**src/hdl/idli_pkg.sv**
```systemverilog
// Shared widths, register names and encodings for the nibble-serial
// execute stage. Everything here is taken by scoped name.
package idli_pkg;

  // Each instruction works on one slice per cycle over four cycles.
  localparam int SLICE_W  = 4;
  localparam int DATA_W   = 16;
  localparam int NUM_PINS = 4;
  localparam int NUM_REGS = 16;

  // Sync counter owned by the outside system.
  typedef logic [1:0] ctr_t;

  // Data slice, full register and full encoding.
  typedef logic [SLICE_W-1:0] slice_t;
  typedef logic [DATA_W-1:0]  data_t;

  // Register index, conditional-execution window and pin types.
  typedef logic [3:0]          reg_t;
  typedef logic [7:0]          cond_t;
  typedef logic [NUM_PINS-1:0] io_pins_t;
  typedef logic [1:0]          pin_idx_t;

  // Register zero always reads as zero.
  localparam reg_t REG_ZR = reg_t'(0);

  // Opcodes held in the top nibble of the encoding.
  typedef enum logic [3:0] {
    OP_ADD  = 4'h0,
    OP_SUB  = 4'h1,
    OP_AND  = 4'h2,
    OP_OR   = 4'h3,
    OP_LDI  = 4'h4,
    OP_EQ   = 4'h5,
    OP_NE   = 4'h6,
    OP_LT   = 4'h7,
    OP_LTU  = 4'h8,
    OP_GE   = 4'h9,
    OP_GEU  = 4'ha,
    OP_COND = 4'hb,
    OP_IN   = 4'hc,
    OP_OUT  = 4'hd,
    OP_OUTN = 4'he,
    OP_OUTP = 4'hf
  } op_t;

  // ALU operations. PASS forwards the right operand unchanged.
  typedef enum logic [1:0] {
    ALU_ADD,
    ALU_AND,
    ALU_OR,
    ALU_PASS
  } alu_op_t;

  // Comparisons that write the predicate register.
  typedef enum logic [2:0] {
    CMP_EQ,
    CMP_NE,
    CMP_LT,
    CMP_LTU,
    CMP_GE,
    CMP_GEU
  } cmp_op_t;

  // Pin unit operations.
  typedef enum logic [1:0] {
    PIN_IN,
    PIN_OUT,
    PIN_OUTN,
    PIN_OUTP
  } pin_op_t;

endpackage

```
**src/hdl/idli_alu_m.sv**
```systemverilog
`timescale 1ns/100ps

// Slice ALU. The carry ripples between slices through a flop, and the
// flags describe the whole 16-bit result once the final slice is present.
module idli_alu_m (
  input  var logic                i_alu_gck,

  input  var idli_pkg::ctr_t      i_alu_ctr,
  input  var idli_pkg::alu_op_t   i_alu_op,
  input  var logic                i_alu_sub,

  input  var idli_pkg::slice_t    i_alu_lhs,
  input  var idli_pkg::slice_t    i_alu_rhs,
  output var idli_pkg::slice_t    o_alu_out,

  output var logic                o_alu_flag_z,
  output var logic                o_alu_flag_n,
  output var logic                o_alu_flag_c,
  output var logic                o_alu_flag_v
);

  idli_pkg::slice_t             rhs;
  logic                         cin;
  logic [idli_pkg::SLICE_W:0]   sum;
  logic                         carry_q;
  logic                         zero_q;
  logic                         first;

  always_comb first = i_alu_ctr == '0;

  // Subtraction is the sum with the right operand inverted and a carry in
  // of one on the first slice.
  always_comb rhs = i_alu_sub ? ~i_alu_rhs : i_alu_rhs;
  always_comb cin = first ? i_alu_sub : carry_q;

  always_comb sum = {1'b0, i_alu_lhs} + {1'b0, rhs} + {{idli_pkg::SLICE_W{1'b0}}, cin};

  always_comb begin
    case (i_alu_op)
      idli_pkg::ALU_ADD: o_alu_out = sum[idli_pkg::SLICE_W-1:0];
      idli_pkg::ALU_AND: o_alu_out = i_alu_lhs & i_alu_rhs;
      idli_pkg::ALU_OR:  o_alu_out = i_alu_lhs | i_alu_rhs;
      default:           o_alu_out = i_alu_rhs;
    endcase
  end

  // Carry out of this slice feeds the next. Zero is tracked across slices
  // and restarts on the first slice of each instruction.
  always_ff @(posedge i_alu_gck) begin
    carry_q <= sum[idli_pkg::SLICE_W];
    zero_q  <= (first || zero_q) && o_alu_out == '0;
  end

  // These are only meaningful at counter 3, when the top slice is here.
  always_comb o_alu_flag_z = (first || zero_q) && o_alu_out == '0;
  always_comb o_alu_flag_n = o_alu_out[idli_pkg::SLICE_W-1];
  always_comb o_alu_flag_c = sum[idli_pkg::SLICE_W];

  // Overflow when both inputs share a sign that the result does not.
  always_comb o_alu_flag_v = i_alu_lhs[idli_pkg::SLICE_W-1] == rhs[idli_pkg::SLICE_W-1]
                          && sum[idli_pkg::SLICE_W-1] != i_alu_lhs[idli_pkg::SLICE_W-1];

endmodule

```
**src/hdl/idli_cond_m.sv**
```systemverilog
`timescale 1ns/100ps

// Predicate register and conditional-execution window. Both change only at
// the counter-3 edge, so skip is steady for a whole instruction.
module idli_cond_m (
  input  var logic                i_cd_gck,
  input  var logic                i_cd_rst_n,

  input  var idli_pkg::ctr_t      i_cd_ctr,
  input  var logic                i_cd_vld,
  input  var idli_pkg::cmp_op_t   i_cd_cmp_op,
  input  var logic                i_cd_cmp_wr,
  input  var logic                i_cd_cond_wr,
  input  var idli_pkg::cond_t     i_cd_cond,

  input  var logic                i_cd_flag_z,
  input  var logic                i_cd_flag_n,
  input  var logic                i_cd_flag_c,
  input  var logic                i_cd_flag_v,

  output var logic                o_cd_pred,
  output var logic                o_cd_skip
);

  logic            pred_q;
  logic            pred_d;
  idli_pkg::cond_t window_q;

  // Bit 0 says which value of P the next instruction runs on. The window
  // is only live while some higher bit is still set.
  always_comb o_cd_skip = |window_q[7:1] && pred_q != window_q[0];
  always_comb o_cd_pred = pred_q;

  // Comparison result from the flags of the final slice.
  always_comb begin
    case (i_cd_cmp_op)
      idli_pkg::CMP_NE:  pred_d = !i_cd_flag_z;
      idli_pkg::CMP_LT:  pred_d = i_cd_flag_n != i_cd_flag_v;
      idli_pkg::CMP_GE:  pred_d = i_cd_flag_n == i_cd_flag_v;
      idli_pkg::CMP_LTU: pred_d = !i_cd_flag_c;
      idli_pkg::CMP_GEU: pred_d = i_cd_flag_c;
      default:           pred_d = i_cd_flag_z;
    endcase
  end

  always_ff @(posedge i_cd_gck, negedge i_cd_rst_n) begin
    if (!i_cd_rst_n) begin
      pred_q <= '0;
    end else if (&i_cd_ctr && i_cd_cmp_wr) begin
      pred_q <= pred_d;
    end
  end

  // An executed COND loads a new window. Every other valid instruction,
  // including a skipped one, moves the window on by one.
  always_ff @(posedge i_cd_gck, negedge i_cd_rst_n) begin
    if (!i_cd_rst_n) begin
      window_q <= '0;
    end else if (&i_cd_ctr && i_cd_vld) begin
      if (i_cd_cond_wr) begin
        window_q <= i_cd_cond;
      end else begin
        window_q <= {1'b0, window_q[7:1]};
      end
    end
  end

endmodule

```
**src/hdl/idli_decode_m.sv**
```systemverilog
`timescale 1ns/100ps

// Instruction decoder. The encoding is captured at the counter-3 edge and
// held for the four cycles of its execution.
module idli_decode_m (
  input  var logic                i_de_gck,
  input  var logic                i_de_rst_n,

  input  var idli_pkg::ctr_t      i_de_ctr,
  input  var idli_pkg::data_t     i_de_enc,
  input  var logic                i_de_enc_vld,
  input  var logic                i_de_skip,

  output var logic                o_de_vld,
  output var idli_pkg::reg_t      o_de_lhs_reg,
  output var idli_pkg::reg_t      o_de_rhs_reg,
  output var idli_pkg::reg_t      o_de_dst_reg,
  output var logic                o_de_dst_wr,
  output var idli_pkg::alu_op_t   o_de_alu_op,
  output var logic                o_de_sub,
  output var idli_pkg::slice_t    o_de_imm,
  output var idli_pkg::cmp_op_t   o_de_cmp_op,
  output var logic                o_de_cmp_wr,
  output var logic                o_de_cond_wr,
  output var idli_pkg::cond_t     o_de_cond,
  output var idli_pkg::pin_op_t   o_de_pin_op,
  output var idli_pkg::pin_idx_t  o_de_pin_idx,
  output var logic                o_de_pin_run
);

  // Held encoding and whether it is a real instruction or a bubble.
  idli_pkg::data_t enc_q;
  logic            vld_q;
  idli_pkg::op_t   op;

  // Raw write requests before valid and skip are applied.
  logic dst_wr_raw;
  logic cmp_wr_raw;
  logic cond_wr_raw;
  logic pin_raw;
  logic ldi;
  logic run;

  // Valid level of the held encoding, low after reset.
  always_ff @(posedge i_de_gck, negedge i_de_rst_n) begin
    if (!i_de_rst_n) begin
      vld_q <= '0;
    end else if (&i_de_ctr) begin
      vld_q <= i_de_enc_vld;
    end
  end

  always_ff @(posedge i_de_gck) begin
    if (&i_de_ctr && i_de_enc_vld) begin
      enc_q <= i_de_enc;
    end
  end

  always_comb op = idli_pkg::op_t'(enc_q[15:12]);

  // Map the opcode to unit controls. Comparisons run as a subtraction and
  // only keep the flags.
  always_comb begin
    o_de_alu_op = idli_pkg::ALU_PASS;
    o_de_sub    = '0;
    o_de_cmp_op = idli_pkg::CMP_EQ;
    o_de_pin_op = idli_pkg::PIN_IN;
    dst_wr_raw  = '0;
    cmp_wr_raw  = '0;
    cond_wr_raw = '0;
    pin_raw     = '0;
    ldi         = '0;

    case (op)
      idli_pkg::OP_ADD: begin
        o_de_alu_op = idli_pkg::ALU_ADD;
        dst_wr_raw  = '1;
      end
      idli_pkg::OP_SUB: begin
        o_de_alu_op = idli_pkg::ALU_ADD;
        o_de_sub    = '1;
        dst_wr_raw  = '1;
      end
      idli_pkg::OP_AND: begin
        o_de_alu_op = idli_pkg::ALU_AND;
        dst_wr_raw  = '1;
      end
      idli_pkg::OP_OR: begin
        o_de_alu_op = idli_pkg::ALU_OR;
        dst_wr_raw  = '1;
      end
      idli_pkg::OP_LDI: begin
        ldi        = '1;
        dst_wr_raw = '1;
      end
      idli_pkg::OP_COND: cond_wr_raw = '1;
      idli_pkg::OP_IN: begin
        pin_raw    = '1;
        dst_wr_raw = '1;
      end
      idli_pkg::OP_OUT: begin
        pin_raw     = '1;
        o_de_pin_op = idli_pkg::PIN_OUT;
      end
      idli_pkg::OP_OUTN: begin
        pin_raw     = '1;
        o_de_pin_op = idli_pkg::PIN_OUTN;
      end
      idli_pkg::OP_OUTP: begin
        pin_raw     = '1;
        o_de_pin_op = idli_pkg::PIN_OUTP;
      end
      default: begin
        // The remaining opcodes are the six comparisons.
        o_de_alu_op = idli_pkg::ALU_ADD;
        o_de_sub    = '1;
        cmp_wr_raw  = '1;
        case (op)
          idli_pkg::OP_NE:  o_de_cmp_op = idli_pkg::CMP_NE;
          idli_pkg::OP_LT:  o_de_cmp_op = idli_pkg::CMP_LT;
          idli_pkg::OP_LTU: o_de_cmp_op = idli_pkg::CMP_LTU;
          idli_pkg::OP_GE:  o_de_cmp_op = idli_pkg::CMP_GE;
          idli_pkg::OP_GEU: o_de_cmp_op = idli_pkg::CMP_GEU;
          default:          o_de_cmp_op = idli_pkg::CMP_EQ;
        endcase
      end
    endcase
  end

  // Register fields. LDI reads REG_ZR on the right so the immediate is the
  // only thing that reaches the ALU.
  always_comb o_de_dst_reg = enc_q[11:8];
  always_comb o_de_lhs_reg = enc_q[7:4];
  always_comb o_de_rhs_reg = ldi ? idli_pkg::REG_ZR : enc_q[3:0];

  // The 8-bit immediate covers slices 0 and 1. Higher slices are zero.
  always_comb begin
    o_de_imm = '0;
    if (ldi) begin
      case (i_de_ctr)
        2'd0:    o_de_imm = enc_q[3:0];
        2'd1:    o_de_imm = enc_q[7:4];
        default: o_de_imm = '0;
      endcase
    end
  end

  always_comb o_de_cond    = enc_q[7:0];
  always_comb o_de_pin_idx = enc_q[1:0];

  // Nothing writes architectural state unless it is valid and not skipped.
  always_comb run          = vld_q && !i_de_skip;
  always_comb o_de_vld     = vld_q;
  always_comb o_de_dst_wr  = run && dst_wr_raw;
  always_comb o_de_cmp_wr  = run && cmp_wr_raw;
  always_comb o_de_cond_wr = run && cond_wr_raw;
  always_comb o_de_pin_run = run && pin_raw;

endmodule

```
**src/hdl/idli_pins_m.sv**
```systemverilog
`timescale 1ns/100ps

// Pin unit. Inputs are sampled every cycle; outputs change at the
// counter-0 edge of an executed OUT, OUTN or OUTP.
module idli_pins_m (
  input  var logic                i_pn_gck,
  input  var logic                i_pn_rst_n,

  input  var idli_pkg::ctr_t      i_pn_ctr,
  input  var logic                i_pn_run,
  input  var idli_pkg::pin_op_t   i_pn_op,
  input  var idli_pkg::pin_idx_t  i_pn_idx,
  input  var idli_pkg::slice_t    i_pn_lhs,
  input  var logic                i_pn_pred,
  input  var idli_pkg::io_pins_t  i_pn_pins,

  output var idli_pkg::slice_t    o_pn_data,
  output var idli_pkg::io_pins_t  o_pn_pins
);

  idli_pkg::io_pins_t in_pins_q;
  idli_pkg::io_pins_t out_pins_q;
  logic               out_bit;

  always_ff @(posedge i_pn_gck) begin
    in_pins_q <= i_pn_pins;
  end

  // IN gives the selected pin as bit 0 of the first slice, zero above.
  always_comb begin
    o_pn_data = '0;
    if (i_pn_ctr == '0) begin
      o_pn_data[0] = in_pins_q[i_pn_idx];
    end
  end

  // Bit to drive, from the left register or from P.
  always_comb begin
    case (i_pn_op)
      idli_pkg::PIN_OUT:  out_bit = i_pn_lhs[0];
      idli_pkg::PIN_OUTN: out_bit = !i_pn_lhs[0];
      default:            out_bit = i_pn_pred;
    endcase
  end

  // Only the selected pin changes; the others keep their level.
  always_ff @(posedge i_pn_gck, negedge i_pn_rst_n) begin
    if (!i_pn_rst_n) begin
      out_pins_q <= '0;
    end else if (i_pn_run && i_pn_ctr == '0 && i_pn_op != idli_pkg::PIN_IN) begin
      out_pins_q[i_pn_idx] <= out_bit;
    end
  end

  always_comb o_pn_pins = out_pins_q;

endmodule

```
**src/hdl/idli_rf_m.sv**
```systemverilog
`timescale 1ns/100ps

// Nibble-serial register file. Every register rotates right by one slice
// each cycle, so the low slice is always the one for the current counter.
module idli_rf_m (
  input  var logic              i_rf_gck,

  input  var idli_pkg::reg_t    i_rf_lhs,
  input  var idli_pkg::reg_t    i_rf_rhs,
  input  var idli_pkg::reg_t    i_rf_dst,
  input  var logic              i_rf_dst_en,
  input  var idli_pkg::slice_t  i_rf_dst_data,

  output var idli_pkg::slice_t  o_rf_lhs_data,
  output var idli_pkg::slice_t  o_rf_rhs_data
);

  idli_pkg::data_t regs_q [idli_pkg::NUM_REGS];

  // Return the current slice of a register, with REG_ZR forced to zero.
  function automatic idli_pkg::slice_t read_slice(idli_pkg::reg_t idx);
    idli_pkg::slice_t val;
    val = regs_q[idx][idli_pkg::SLICE_W-1:0];
    if (idx == idli_pkg::REG_ZR) begin
      val = '0;
    end
    return val;
  endfunction

  // The outgoing low slice comes back in at the top, or the new write data
  // replaces it. After four cycles the register is aligned again.
  always_ff @(posedge i_rf_gck) begin
    for (int i = 0; i < idli_pkg::NUM_REGS; i++) begin
      if (i_rf_dst_en && i_rf_dst == idli_pkg::reg_t'(i)) begin
        regs_q[i] <= {i_rf_dst_data,
                      regs_q[i][idli_pkg::DATA_W-1:idli_pkg::SLICE_W]};
      end else begin
        regs_q[i] <= {regs_q[i][idli_pkg::SLICE_W-1:0],
                      regs_q[i][idli_pkg::DATA_W-1:idli_pkg::SLICE_W]};
      end
    end
  end

  always_comb o_rf_lhs_data = read_slice(i_rf_lhs);
  always_comb o_rf_rhs_data = read_slice(i_rf_rhs);

endmodule

```
**src/hdl/idli_ex_m.sv**
```systemverilog
`timescale 1ns/100ps

// Execute stage top level. An encoding accepted at counter 3 runs over the
// next four cycles, one slice per cycle, least significant slice first.
module idli_ex_m (
  // Clock and reset.
  input  var logic                i_ex_gck,
  input  var logic                i_ex_rst_n,

  // Sync counter and the encoding presented for the next instruction.
  input  var idli_pkg::ctr_t      i_ex_ctr,
  input  var idli_pkg::data_t     i_ex_enc,
  input  var logic                i_ex_enc_vld,

  // Register write stream.
  output var idli_pkg::slice_t    o_ex_data,
  output var logic                o_ex_wr,
  output var idli_pkg::reg_t      o_ex_wr_reg,

  // IO pins.
  input  var idli_pkg::io_pins_t  i_ex_io_pins,
  output var idli_pkg::io_pins_t  o_ex_io_pins
);

  // Decoded control for the instruction in flight.
  logic                 vld;
  idli_pkg::reg_t       lhs_reg;
  idli_pkg::reg_t       rhs_reg;
  idli_pkg::reg_t       dst_reg;
  logic                 dst_wr;
  idli_pkg::alu_op_t    alu_op;
  logic                 sub;
  idli_pkg::slice_t     imm;
  idli_pkg::cmp_op_t    cmp_op;
  logic                 cmp_wr;
  logic                 cond_wr;
  idli_pkg::cond_t      cond;
  idli_pkg::pin_op_t    pin_op;
  idli_pkg::pin_idx_t   pin_idx;
  logic                 pin_run;

  // Operand slices from the register file and the ALU right operand.
  idli_pkg::slice_t lhs_data;
  idli_pkg::slice_t rhs_data;
  idli_pkg::slice_t alu_rhs;

  // ALU result and flags.
  idli_pkg::slice_t alu_out;
  logic             alu_z;
  logic             alu_n;
  logic             alu_c;
  logic             alu_v;

  // Condition state and pin data.
  logic             pred;
  logic             skip;
  idli_pkg::slice_t pin_data;
  idli_pkg::slice_t wr_data;

  // Decoder holds the encoding and gates all writes with valid and not-skip.
  idli_decode_m decode_u (
    .i_de_gck     (i_ex_gck),
    .i_de_rst_n   (i_ex_rst_n),
    .i_de_ctr     (i_ex_ctr),
    .i_de_enc     (i_ex_enc),
    .i_de_enc_vld (i_ex_enc_vld),
    .i_de_skip    (skip),
    .o_de_vld     (vld),
    .o_de_lhs_reg (lhs_reg),
    .o_de_rhs_reg (rhs_reg),
    .o_de_dst_reg (dst_reg),
    .o_de_dst_wr  (dst_wr),
    .o_de_alu_op  (alu_op),
    .o_de_sub     (sub),
    .o_de_imm     (imm),
    .o_de_cmp_op  (cmp_op),
    .o_de_cmp_wr  (cmp_wr),
    .o_de_cond_wr (cond_wr),
    .o_de_cond    (cond),
    .o_de_pin_op  (pin_op),
    .o_de_pin_idx (pin_idx),
    .o_de_pin_run (pin_run)
  );

  // Register file, read and written one slice per cycle.
  idli_rf_m rf_u (
    .i_rf_gck      (i_ex_gck),
    .i_rf_lhs      (lhs_reg),
    .i_rf_rhs      (rhs_reg),
    .i_rf_dst      (dst_reg),
    .i_rf_dst_en   (dst_wr),
    .i_rf_dst_data (wr_data),
    .o_rf_lhs_data (lhs_data),
    .o_rf_rhs_data (rhs_data)
  );

  // For LDI the decoder points the right register at REG_ZR, which reads
  // zero, so the immediate can simply be merged in. Other ops give a zero
  // immediate and leave the register data untouched.
  always_comb alu_rhs = rhs_data | imm;

  idli_alu_m alu_u (
    .i_alu_gck    (i_ex_gck),
    .i_alu_ctr    (i_ex_ctr),
    .i_alu_op     (alu_op),
    .i_alu_sub    (sub),
    .i_alu_lhs    (lhs_data),
    .i_alu_rhs    (alu_rhs),
    .o_alu_out    (alu_out),
    .o_alu_flag_z (alu_z),
    .o_alu_flag_n (alu_n),
    .o_alu_flag_c (alu_c),
    .o_alu_flag_v (alu_v)
  );

  // Predicate and conditional-execution window.
  idli_cond_m cond_u (
    .i_cd_gck     (i_ex_gck),
    .i_cd_rst_n   (i_ex_rst_n),
    .i_cd_ctr     (i_ex_ctr),
    .i_cd_vld     (vld),
    .i_cd_cmp_op  (cmp_op),
    .i_cd_cmp_wr  (cmp_wr),
    .i_cd_cond_wr (cond_wr),
    .i_cd_cond    (cond),
    .i_cd_flag_z  (alu_z),
    .i_cd_flag_n  (alu_n),
    .i_cd_flag_c  (alu_c),
    .i_cd_flag_v  (alu_v),
    .o_cd_pred    (pred),
    .o_cd_skip    (skip)
  );

  // Pin unit. Output pins take the left register's bit 0 or P.
  idli_pins_m pins_u (
    .i_pn_gck   (i_ex_gck),
    .i_pn_rst_n (i_ex_rst_n),
    .i_pn_ctr   (i_ex_ctr),
    .i_pn_run   (pin_run),
    .i_pn_op    (pin_op),
    .i_pn_idx   (pin_idx),
    .i_pn_lhs   (lhs_data),
    .i_pn_pred  (pred),
    .i_pn_pins  (i_ex_io_pins),
    .o_pn_data  (pin_data),
    .o_pn_pins  (o_ex_io_pins)
  );

  // IN writes the sampled pin, every other register write takes the ALU.
  always_comb begin
    wr_data = alu_out;
    if (pin_run && pin_op == idli_pkg::PIN_IN) begin
      wr_data = pin_data;
    end
  end

  // The write stream mirrors what goes into the register file.
  always_comb o_ex_data   = wr_data;
  always_comb o_ex_wr     = dst_wr;
  always_comb o_ex_wr_reg = dst_reg;

endmodule

```
**config.mk**
```make
export PLATFORM = sky130hd
export DESIGN_NAME = idli_ex_m
export DESIGN_NICKNAME = d
export VERILOG_FILES = /design/src/hdl/idli_pkg.sv /design/src/hdl/idli_alu_m.sv /design/src/hdl/idli_cond_m.sv /design/src/hdl/idli_decode_m.sv /design/src/hdl/idli_pins_m.sv /design/src/hdl/idli_rf_m.sv /design/src/hdl/idli_ex_m.sv
export SDC_FILE = /design/constraint.sdc
export NUM_CORES = 1
export LEC_CHECK = 0
export BUFFER_PORTS_ARGS = -buffer_cell sky130_fd_sc_hd__buf_2
export CAP_MARGIN = 30
export CORE_MARGIN = 10
export CORE_UTILIZATION = 40
export CTS_CLUSTER_SIZE = 8
export DETAILED_ROUTE_END_ITERATION = 16
export GPL_TIMING_DRIVEN = 0
export PLACE_DENSITY = 0.58
export SETUP_SLACK_MARGIN = 0.05
export SLEW_MARGIN = 15
export SYNTH_ARGS = -nofsm -noshare
export SYNTH_HDL_FRONTEND = slang
export SYNTH_HIERARCHICAL = 1
export SYNTH_SLANG_ARGS = --single-unit
```
**constraint.sdc**
```tcl
create_clock -name i_ex_gck -period 5 [get_ports i_ex_gck]
set_input_delay 1 -clock i_ex_gck [delete_from_list [all_inputs] [get_ports i_ex_gck]]
set_output_delay 1 -clock i_ex_gck [all_outputs]
set_load 0.02 [all_outputs]
```
==> results of run 1 <==
## cell type report
type                    instances  area (um^2)
plain buffers                  45          337
clock buffers                  51         1110
clock inverters                 2         13.8
fillers                      1929        11500
inverters                       4         15.0
multi-input cells             331         3080
flip-flops and latches        284         5920
well taps                     285          357
repair buffers                 60          420
## logic make-up after synthesis
| group | Yosys count |
|---|---|
| and+or+nand+nor | 124 |
| adders and majority gates | 8 |
| DFF | 284 |
| buffers and inverters | 53 |
| muxes | 115 |
| AOI/OAI and AO/OA | 72 |
| other | 1 |
| xor gates and xnor gates | 9 |
## sequential cells by signal, summed over array words and instances, names as in the netlist
signal and count:
cond_u/window_q 8, alu_u/carry_q 1, cond_u/o_cd_pred 1, rf_u/regs_q 248, pins_u/in_pins_q 4, alu_u/zero_q 1
decode_u/enc_q 16, decode_u/o_de_vld 1, pins_u/o_pn_pins 4
## metrics by stage
stage | cells | hold WS [ns] | TNS (ns) | instance area [um^2]
3_5_place_dp | 990 | 0.312 | -8.16 | 9830
2_1_floorplan | 668 | 0.310 | 0 | 9290
3_3_place_gp | 990 | 0.310 | -7.38 | 9830
5_1_grt | 1062 | 0.319 | -3.29 | 11200
4_1_cts | 1063 | 0.310 | -2.24 | 11200
6_report | 1062 | 0.314 | -2.28 | 11200
## synth_stat cells (10+ instances only)
library cell,number,share of area [%]
nand2_1,19,0.77
a21oi_1,12,0.65
mux2_2,72,8.8
nor3_1,10,0.54
mux2i_1,17,1.8
dfrtp_1,14,3.8
buf_2,10,0.54
nor2b_1,11,0.74
dfxtp_1,254,55
o21ai_0,15,0.81
buf_4,23,1.9
mux4_2,15,3.6
edfxtp_1,16,5.2
nor2_1,29,1.2
## layer usage
metal	vias up	routed length [um]	track usage, %
li1	2545	-	-
met1	2615	8870	17.1
met2	122	10200	24.2
met3	37	881	2.90
met4	0	524	5.21
met5	-	0	0
## where the power goes
part	leakage, nW	switching (mW)	internal, mW
Clock	0.548	0.873	1.52
Combinational	1.70	0.220	0.202
Sequential	2.40	0.0517	2.41
Total	4.66	1.14	4.13
## what timing repair did
item	CTS	global route
cloned	1	0
hold buffers	0	0
setup buffers	21	1
setup endpoints to repair	33	24
resized for setup	29	0
pin swaps	16	1
## worst register-to-register path: stages (launching register included)
cell,delay [ns]
edfxtp_1,0.46
nor4b_4,0.37
and2b_1,0.25
buf_6,0.16
mux2_2,0.30
a221oi_2,0.27
nor3_1,0.08
a221o_1,0.28
or2_4,0.24
xor2_1,0.15
fa_2,0.39
fa_2,0.38
xnor2_1,0.21
a221oi_2,0.11
buf_4,0.14
or4_1,0.52
a211oi_4,0.25
a211oi_1,0.11
a21oi_1,0.13
o21ai_0,0.10
a22o_1,0.21
## final timing paths
path                                            endpoint  slack (ns)
setup / recovery                            o_ex_data[3]       -0.65
hold / removal                 rf_u/regs_q[2][6]$_DFF_P_        0.31
setup reg to reg            cond_u/o_cd_pred$_DFFE_PN0P_       -0.23
hold reg to reg                rf_u/regs_q[2][6]$_DFF_P_        0.31
max in group asynchronous   cond_u/o_cd_pred$_DFFE_PN0P_        4.36
min in group asynchronous  decode_u/o_de_vld$_DFFE_PN0P_        0.39
==> impl_metrics.json, run 1 <==
{
  "outcome": "complete, but fails checks",
  "violations": "setup timing",
  "grt_pass1_wl_um": 32200,
  "num_rows": 55,
  "numCtsBuffers": 41,
  "clock_sinks": 284,
  "initial_core_util_pct": 40.8,
  "ant_nets": 0,
  "post_synth_num_cell_types": 62,
  "cp_slowest_cell": "edfxtp_1",
  "ys_seq_area_share_pct": 63.8,
  "hold_viol": 0,
  "syn_to_final_growth_pct": 21.3,
  "yosys.area_share.simple_pct": 7.77,
  "start_kind": "flip-flop",
  "utilization_pct": 49.5,
  "ir_drop_uv": 257,
  "antenna_found_initial": 0,
  "gp_congestion": 0.900,
  "vias_per_cell": 5.01,
  "post-place-ws_ns": -0.665,
  "synthesis.area_um2": 9270,
  "cp_top_family": "simple AND/OR/NAND/NOR gates",
  "yosys.area_share.xor_xnor_pct": 0.851,
  "crit_type": "reg2out",
  "hold_start": "rf_u/regs_q[2][10]$_DFF_P_",
  "maxCapViolCount": 0,
  "yosys-mux-area-fraction_pct": 16.9,
  "tightestPinTransition_ns": 0.870,
  "final_cell_mix": "dfxtp_1, mux2_2, buf_4, clkbuf_16, buf_2",
  "ys.warnings.count": 6,
  "hp-class": "reg2reg",
  "synth_ff_type": "dfxtp_1",
  "drc_errors": 0,
  "drtIter0Drc": 284,
  "crit_required_ns": 4.00,
  "cp_num_buf_inv": 2,
  "maxSlewViolCount": 0,
  "fin_worst_skew_ns": 0.0169,
  "crit_cells": 16,
  "nets": 800,
  "cpMostUsedCell": "a21o_1",
  "cp_slowest_stage_delay_ns": 0.46,
  "fin_crit_sh_pct": 113,
  "routed-via-count": 5319,
  "p_per_area_nw_per_um2": 469,
  "cp.arrival_ns": 4.65,
  "endpoint_kind": "primary output",
  "synth_compound_area_share_pct": 5.48,
  "path_clk_slew_ns": 0.05,
  "rr_worst_depth": 20,
  "setup_slack_ns": -0.651,
  "diodes": 0,
  "synth-async-reset-ratio_pct": 4.93,
  "worstPathCellList": "nor4b_4, and2b_2, buf_12, mux4_2, nor2b_1, nor3_1, a221o_1, or2_4, xor2_2, ha_1, a21o_1, a211oi_2, o31ai_2, a21o_1, mux2_4, buf_6",
  "die_y_um": 172,
  "core_area_um2": 22700,
  "synth_fa_ha_area_share_pct": 1.24,
  "wirelength_um": 20500,
  "rr_startpoint": "decode_u/enc_q[13]$_DFFE_PP_",
  "relSlewSlack_pct": 42.0,
  "finalCriticalPeriod_ns": 5.65,
  "grt_max_degree": 18,
  "path_max_fanout": 5,
  "grt_pass1_vias": 5768,
  "clockRootBuffer": "clkbuf_16",
  "dieWidth_um": 172,
  "dr.pass1.iters": 4,
  "htreeDepth": 2,
  "final_common_cell": "dfxtp_1",
  "overflow": 0,
  "syn_inst": 666,
  "min_delay_path_depth": 0,
  "setup_viol": 5,
  "max_freq_mhz": 177,
  "track_usage_pct": 14.1,
  "drive_gt1_share_pct": 34.0,
  "cts_tree": "built",
  "wl_per_cell_um": 19.3,
  "ys_ff_latch": 284,
  "dieArea_um2": 29700,
  "power_mw": 5.27,
  "worstSetupStartpoint": "decode_u/enc_q[13]$_DFFE_PP_",
  "syn_area_per_cell_um2": 13.9,
  "clock_latency_ns": 0.51,
  "io_buffers": 37,
  "rsz0062_at_grt": "true",
  "synth_top_family_by_area": "multiplexers",
  "leakage_nw": 4.66,
  "cts_max_path_buffers": 3,
  "dp_hpwl_um": 13900,
  "synth_edf_count": 16,
  "io_pins": 38
}
Note: power is estimated with default switching activity, not from simulation.
==> run 2, diff against run 1 <==
--- a/config.mk
+++ b/config.mk
@@ -8,11 +8,11 @@
 export BUFFER_PORTS_ARGS = -buffer_cell sky130_fd_sc_hd__buf_2
 export CAP_MARGIN = 30
 export CORE_MARGIN = 10
-export CORE_UTILIZATION = 40
+export CORE_UTILIZATION = 54
 export CTS_CLUSTER_SIZE = 8
 export DETAILED_ROUTE_END_ITERATION = 16
 export GPL_TIMING_DRIVEN = 0
-export PLACE_DENSITY = 0.58
+export PLACE_DENSITY = 0.74
 export SETUP_SLACK_MARGIN = 0.05
 export SLEW_MARGIN = 15
 export SYNTH_ARGS = -nofsm -noshare
==> impl_metrics.json, run 2 (synthesized netlist as in run 1, its figures left out) <==
{
  "outcome": "complete, but fails checks",
  "violations": "setup timing",
  "dieArea_um2": 22800,
  "largestRegisters": "rf_u/regs_q x248, decode_u/enc_q x16, cond_u/window_q x8",
  "grt_max_degree": 18,
  "syn_to_final_growth_pct": 21.1,
  "start_kind": "flip-flop",
  "cts_tree": "built",
  "regMostFlops": "rf_u/regs_q",
  "cpMostUsedCell": "a21o_1",
  "cp_top_family": "compound AO/OA/AOI/OAI gates",
  "io_buffers": 37,
  "path_clk_slew_ns": 0.05,
  "overflow": 0,
  "gp_congestion": 0.921,
  "whs_ns": 0.316,
  "setup_slack_ns": -0.726,
  "num_rows": 47,
  "cts_max_path_buffers": 3,
  "r2r_slack_ns": -0.16,
  "finalInstanceArea_um2": 11200,
  "cts_hold_buf": 0,
  "maxCapViolCount": 0,
  "wirelength_um": 20200,
  "max_freq_mhz": 175,
  "path_max_fanout": 5,
  "vias_per_cell": 5.43,
  "maxSlewViolCount": 0,
  "largest_reg_flops": 248,
  "dieWidth_um": 151,
  "relSlewSlack_pct": 40.0,
  "final_common_cell": "dfxtp_1",
  "rr_endpoint": "cond_u/o_cd_pred$_DFFE_PN0P_",
  "cp_slowest_stage_delay_ns": 0.44,
  "rr_worst_depth": 19,
  "rr_startpoint": "decode_u/enc_q[12]$_DFFE_PP_",
  "drtIter0Drc": 298,
  "cp_num_buf_inv": 3,
  "drive_gt1_share_pct": 34.4,
  "clock_latency_ns": 0.51,
  "worstPathCellList": "nor4b_4, and2b_2, buf_12, buf_8, mux4_2, a221o_1, or2_4, xor2_2, ha_1, a21o_1, a211oi_2, o31ai_2, a21o_1, mux2_4, buf_6",
  "p_per_area_nw_per_um2": 471,
  "track_usage_pct": 18.0,
  "routed-via-count": 5428,
  "endpoint": "o_ex_data[3]",
  "initial_core_util_pct": 55.5,
  "antenna_found_initial": 0,
  "fin_crit_sh_pct": 115,
  "diodes": 0,
  "fin_worst_skew_ns": 0.0171,
  "grt_pass1_vias": 5828,
  "drc_errors": 0,
  "ant_nets": 0,
  "setup_viol": 5,
  "wl_per_cell_um": 20.2,
  "cp.arrival_ns": 4.73,
  "nets": 801,
  "final_cell_mix": "dfxtp_1, mux2_2, buf_4",
  "clockRootBuffer": "clkbuf_16",
  "ir_drop_uv": 327,
  "dr.pass1.iters": 5,
  "worstSetupStartpoint": "decode_u/enc_q[12]$_DFFE_PP_",
  "power_mw": 5.28,
  "dpl_cell_area_um2": 9750,
  "grt_pass1_wl_um": 31500,
  "dp_hpwl_um": 13400,
  "crit_cells": 15,
  "crit_required_ns": 4.00,
  "clock_sinks": 284,
  "num-fill-cells": 1170,
  "rsz0062_at_grt": "true",
  "post-place-ws_ns": -0.610,
  "cp_slowest_cell": "mux4_2",
  "multi_input_area_um2": 3120,
  "numCtsBuffers": 41,
  "hold_viol": 0,
  "tightestPinTransition_ns": 0.899,
  "regArea_um2": 5920,
  "crit_type": "reg2out",
  "htreeDepth": 2,
  "core_area_um2": 16700,
  "hp-class": "reg2reg",
  "endpoint_kind": "primary output",
  "setup_tns_ns": -2.40,
  "finalCriticalPeriod_ns": 5.73,
  "leakage_nw": 4.68,
  "io_pins": 38,
  "die_y_um": 151
}
-- run 2: worst min-delay path by stage --
stage,startpoint,to,slack [ns],cells past startpoint
after floorplan,rf_u/regs_q[0][4]$_DFF_P_,rf_u/regs_q[0][0]$_DFF_P_,0.31,0
after global placement,rf_u/regs_q[0][8]$_DFF_P_,rf_u/regs_q[0][4]$_DFF_P_,0.31,0
after detailed placement,rf_u/regs_q[12][9]$_DFF_P_,rf_u/regs_q[12][5]$_DFF_P_,0.31,0
after CTS,rf_u/regs_q[13][8]$_DFF_P_,rf_u/regs_q[13][4]$_DFF_P_,0.32,0
after global routing,rf_u/regs_q[13][8]$_DFF_P_,rf_u/regs_q[13][4]$_DFF_P_,0.32,0
final,rf_u/regs_q[13][8]$_DFF_P_,rf_u/regs_q[13][4]$_DFF_P_,0.32,0
-- run 2: power by group --
group          switching [mW]  total (mW)  internal (mW)
Sequential             0.0538        2.46           2.41
Combinational           0.223       0.430          0.206
Clock                   0.869        2.39           1.52
Total                    1.15        5.28           4.14
-- run 2: worst register-to-register path, delay by kind of cell, from the launching register on --
family          cells  cell delay (ns)
compound gates      8             1.45
xor+xnor            2             0.37
simple gates        5             1.55
mux                 1             0.31
fa+ha+maj           2             0.78
flops               1             0.43
buf+inv             1             0.16
-- run 2: metal layers --
layer	vias to the layer above	part of all wire, %	global-route usage (%)
li1	2542	-	-
met1	2680	42	21.1
met2	165	50	31.1
met3	41	5.6	4.45
met4	0	2.5	6.79
met5	-	0	0
-- run 2: layout make-up --
type | count | area share, %
inverter | 4 | 0.134
buffer | 45 | 3.03
timing repair buffer | 61 | 3.81
multi-input combinational | 331 | 27.8
clock buffer | 52 | 9.89
tap | 220 | 2.45
clock inverter | 2 | 0.123
sequential | 284 | 52.7
-- run 2: what timing repair did --
action                                  in CTS  in global routing
pin swaps                                   11                  5
setup buffers                               17                  6
endpoints found under the setup margin      33                 33
cloned                                       1                  0
resized for setup                           26                  9
-- run 2: per-stage QoR --
step                instances  util [%]
floorplan                 668         -
global placement          925      58.4
detailed placement        925      58.4
finish                    999      67.2
global route              999      67.2
CTS                       996      66.7
==> run 3, diff against run 2 <==
--- a/config.mk
+++ b/config.mk
@@ -7,6 +7,7 @@
 export LEC_CHECK = 0
 export BUFFER_PORTS_ARGS = -buffer_cell sky130_fd_sc_hd__buf_2
 export CAP_MARGIN = 30
+export CORE_ASPECT_RATIO = 0.5
 export CORE_MARGIN = 10
 export CORE_UTILIZATION = 54
 export CTS_CLUSTER_SIZE = 8
==> impl_metrics.json, run 3 (synthesized netlist as in run 1, its figures left out) <==
{
  "vias_per_cell": 5.48,
  "clockRootBuffer": "clkbuf_16",
  "rr_endpoint": "cond_u/o_cd_pred$_DFFE_PN0P_",
  "diodes": 0,
  "utilization_pct": 68.2,
  "maxCapViolCount": 0,
  "violations": "setup timing",
  "antenna_found_initial": 0,
  "final_cell_mix": "dfxtp_1, mux2_2, buf_4",
  "num_rows": 33,
  "r2r_slack_ns": -0.33,
  "initial_core_util_pct": 55.8,
  "largest_reg_flops": 248,
  "drive_gt1_share_pct": 35.3,
  "cp_top_family": "simple AND/OR/NAND/NOR gates",
  "rr_worst_depth": 20,
  "path_max_fanout": 8,
  "worstSetupStartpoint": "decode_u/enc_q[15]$_DFFE_PP_",
  "dr.pass1.iters": 5,
  "ant_nets": 0,
  "gp_congestion": 0.876,
  "endpoint_kind": "primary output",
  "cp_num_buf_inv": 2,
  "start_kind": "flip-flop",
  "core_area_um2": 16600,
  "clock_latency_ns": 0.51,
  "io_pins": 38,
  "rsz0062_at_grt": "true",
  "leakage_nw": 4.71,
  "numCtsBuffers": 41,
  "drc_errors": 0,
  "die_y_um": 113,
  "max_freq_mhz": 173,
  "crit_cells": 15,
  "regMostFlops": "rf_u/regs_q",
  "htreeDepth": 2,
  "p_per_area_nw_per_um2": 473,
  "grt_max_degree": 18,
  "nets": 807,
  "dieWidth_um": 205,
  "cts_max_path_buffers": 3,
  "drtIter0Drc": 433,
  "cp.arrival_ns": 4.78,
  "relSlewSlack_pct": 44.1,
  "overflow": 0,
  "ir_drop_uv": 265,
  "rr_startpoint": "decode_u/enc_q[15]$_DFFE_PP_",
  "hold_viol": 0,
  "hp-class": "reg2reg",
  "dieArea_um2": 23100,
  "io_buffers": 37,
  "largestRegisters": "rf_u/regs_q x248, decode_u/enc_q x16, cond_u/window_q x8",
  "endpoint": "o_ex_data[2]",
  "fin_worst_skew_ns": 0.0153,
  "worstPathCellList": "nor4b_4, and2b_1, buf_6, mux2_4, a221oi_4, nor3_2, a221o_1, or2_4, xor2_2, fa_2, fa_2, xnor2_2, a221oi_2, mux2_4, buf_6",
  "wl_per_cell_um": 19.9,
  "crit_required_ns": 4.00,
  "track_usage_pct": 17.0,
  "cp_slowest_cell": "nor4b_4",
  "crit_type": "reg2out",
  "num-fill-cells": 1107,
  "cts_tree": "built",
  "path_clk_slew_ns": 0.05,
  "grt_pass1_wl_um": 30900,
  "grt_pass1_vias": 5662,
  "placed_cells": 932,
  "setup_viol": 5,
  "dp_hpwl_um": 12900,
  "cts_hold_buf": 0,
  "final_cells": 1011,
  "clock_sinks": 284,
  "outcome": "complete, but fails checks",
  "maxSlewViolCount": 0,
  "tightestPinTransition_ns": 0.839,
  "finalCriticalPeriod_ns": 5.78,
  "routed-via-count": 5545,
  "syn_to_final_growth_pct": 22.1,
  "final_common_cell": "dfxtp_1",
  "fin_crit_sh_pct": 116,
  "setup_slack_ns": -0.779,
  "wirelength_um": 20100,
  "cp_slowest_stage_delay_ns": 0.44
}
run 3: worst register-to-register path, delay by kind of cell (launching register included):
kind / cells / cell delay, ns
adders and majority gates: 2 / 0.76
and+or+nand+nor: 5 / 1.56
muxes: 1 / 0.31
xor gates and xnor gates: 2 / 0.35
DFF: 1 / 0.43
AOI/OAI and AO/OA: 8 / 1.50
buffers and inverters: 2 / 0.30
run 3: report_power, final:
part / switching (mW) / total (mW) / internal (mW)
clock: 0.901 / 2.45 / 1.55
combinational: 0.229 / 0.439 / 0.210
sequential: 0.0532 / 2.46 / 2.41
total: 1.18 / 5.35 / 4.17
run 3: layout make-up:
type                            instances  area [um^2]  area share (%)
Multi-Input combinational cell        331         3150            27.8
Sequential cell                       284         5920            52.3
Buffer                                 45          337            2.97
Tap cell                              227          284            2.51
Clock buffer                           50         1080            9.56
Inverter                                4         15.0           0.133
Clock inverter                          3         66.3           0.586
Timing Repair Buffer                   67          468            4.14
run 3: worst min-delay path by stage:
| stage | start | to | slack (ns) | depth (start not counted) |
|---|---|---|---|---|
| after floorplan | rf_u/regs_q[0][4]$_DFF_P_ | rf_u/regs_q[0][0]$_DFF_P_ | 0.31 | 0 |
| final | rf_u/regs_q[2][6]$_DFF_P_ | rf_u/regs_q[2][2]$_DFF_P_ | 0.32 | 0 |
| after global routing | rf_u/regs_q[5][8]$_DFF_P_ | rf_u/regs_q[5][4]$_DFF_P_ | 0.32 | 0 |
| after CTS | rf_u/regs_q[14][8]$_DFF_P_ | rf_u/regs_q[14][4]$_DFF_P_ | 0.32 | 0 |
| after detailed placement | rf_u/regs_q[11][13]$_DFF_P_ | rf_u/regs_q[11][9]$_DFF_P_ | 0.31 | 0 |
| after global placement | rf_u/regs_q[15][15]$_DFF_P_ | rf_u/regs_q[15][11]$_DFF_P_ | 0.31 | 0 |
run 3: stage by stage:
stage	setup TNS [ns]	instance area (um^2)	total power [mW]	worst slack, ns	hold slack (ns)
5_1_grt	-3.49	11300	5.52	-0.912	0.318
2_1_floorplan	0	9290	2.74	0.0658	0.310
3_3_place_gp	-8.01	9760	2.84	-0.640	0.310
3_5_place_dp	-7.89	9760	2.85	-0.646	0.312
6_report	-2.90	11300	5.35	-0.779	0.315
4_1_cts	-2.47	11200	5.36	-0.688	0.317
run 3: timing repair:
item                                    in CTS  in global routing
setup buffers                               21                  9
cloned                                       1                  0
endpoints found under the setup margin      33                 25
gates resized for setup                     26                 15
pin swaps                                   14                  8
run 3: layer usage:
| metal | global-route usage [%] | vias up | share of wire, % |
|---|---|---|---|
| li1 | - | 2556 | - |
| met1 | 22.0 | 2780 | 46 |
| met2 | 26.8 | 183 | 46 |
| met3 | 5.48 | 26 | 7.0 |
| met4 | 4.72 | 0 | 1.5 |
| met5 | 0 | - | 0 |
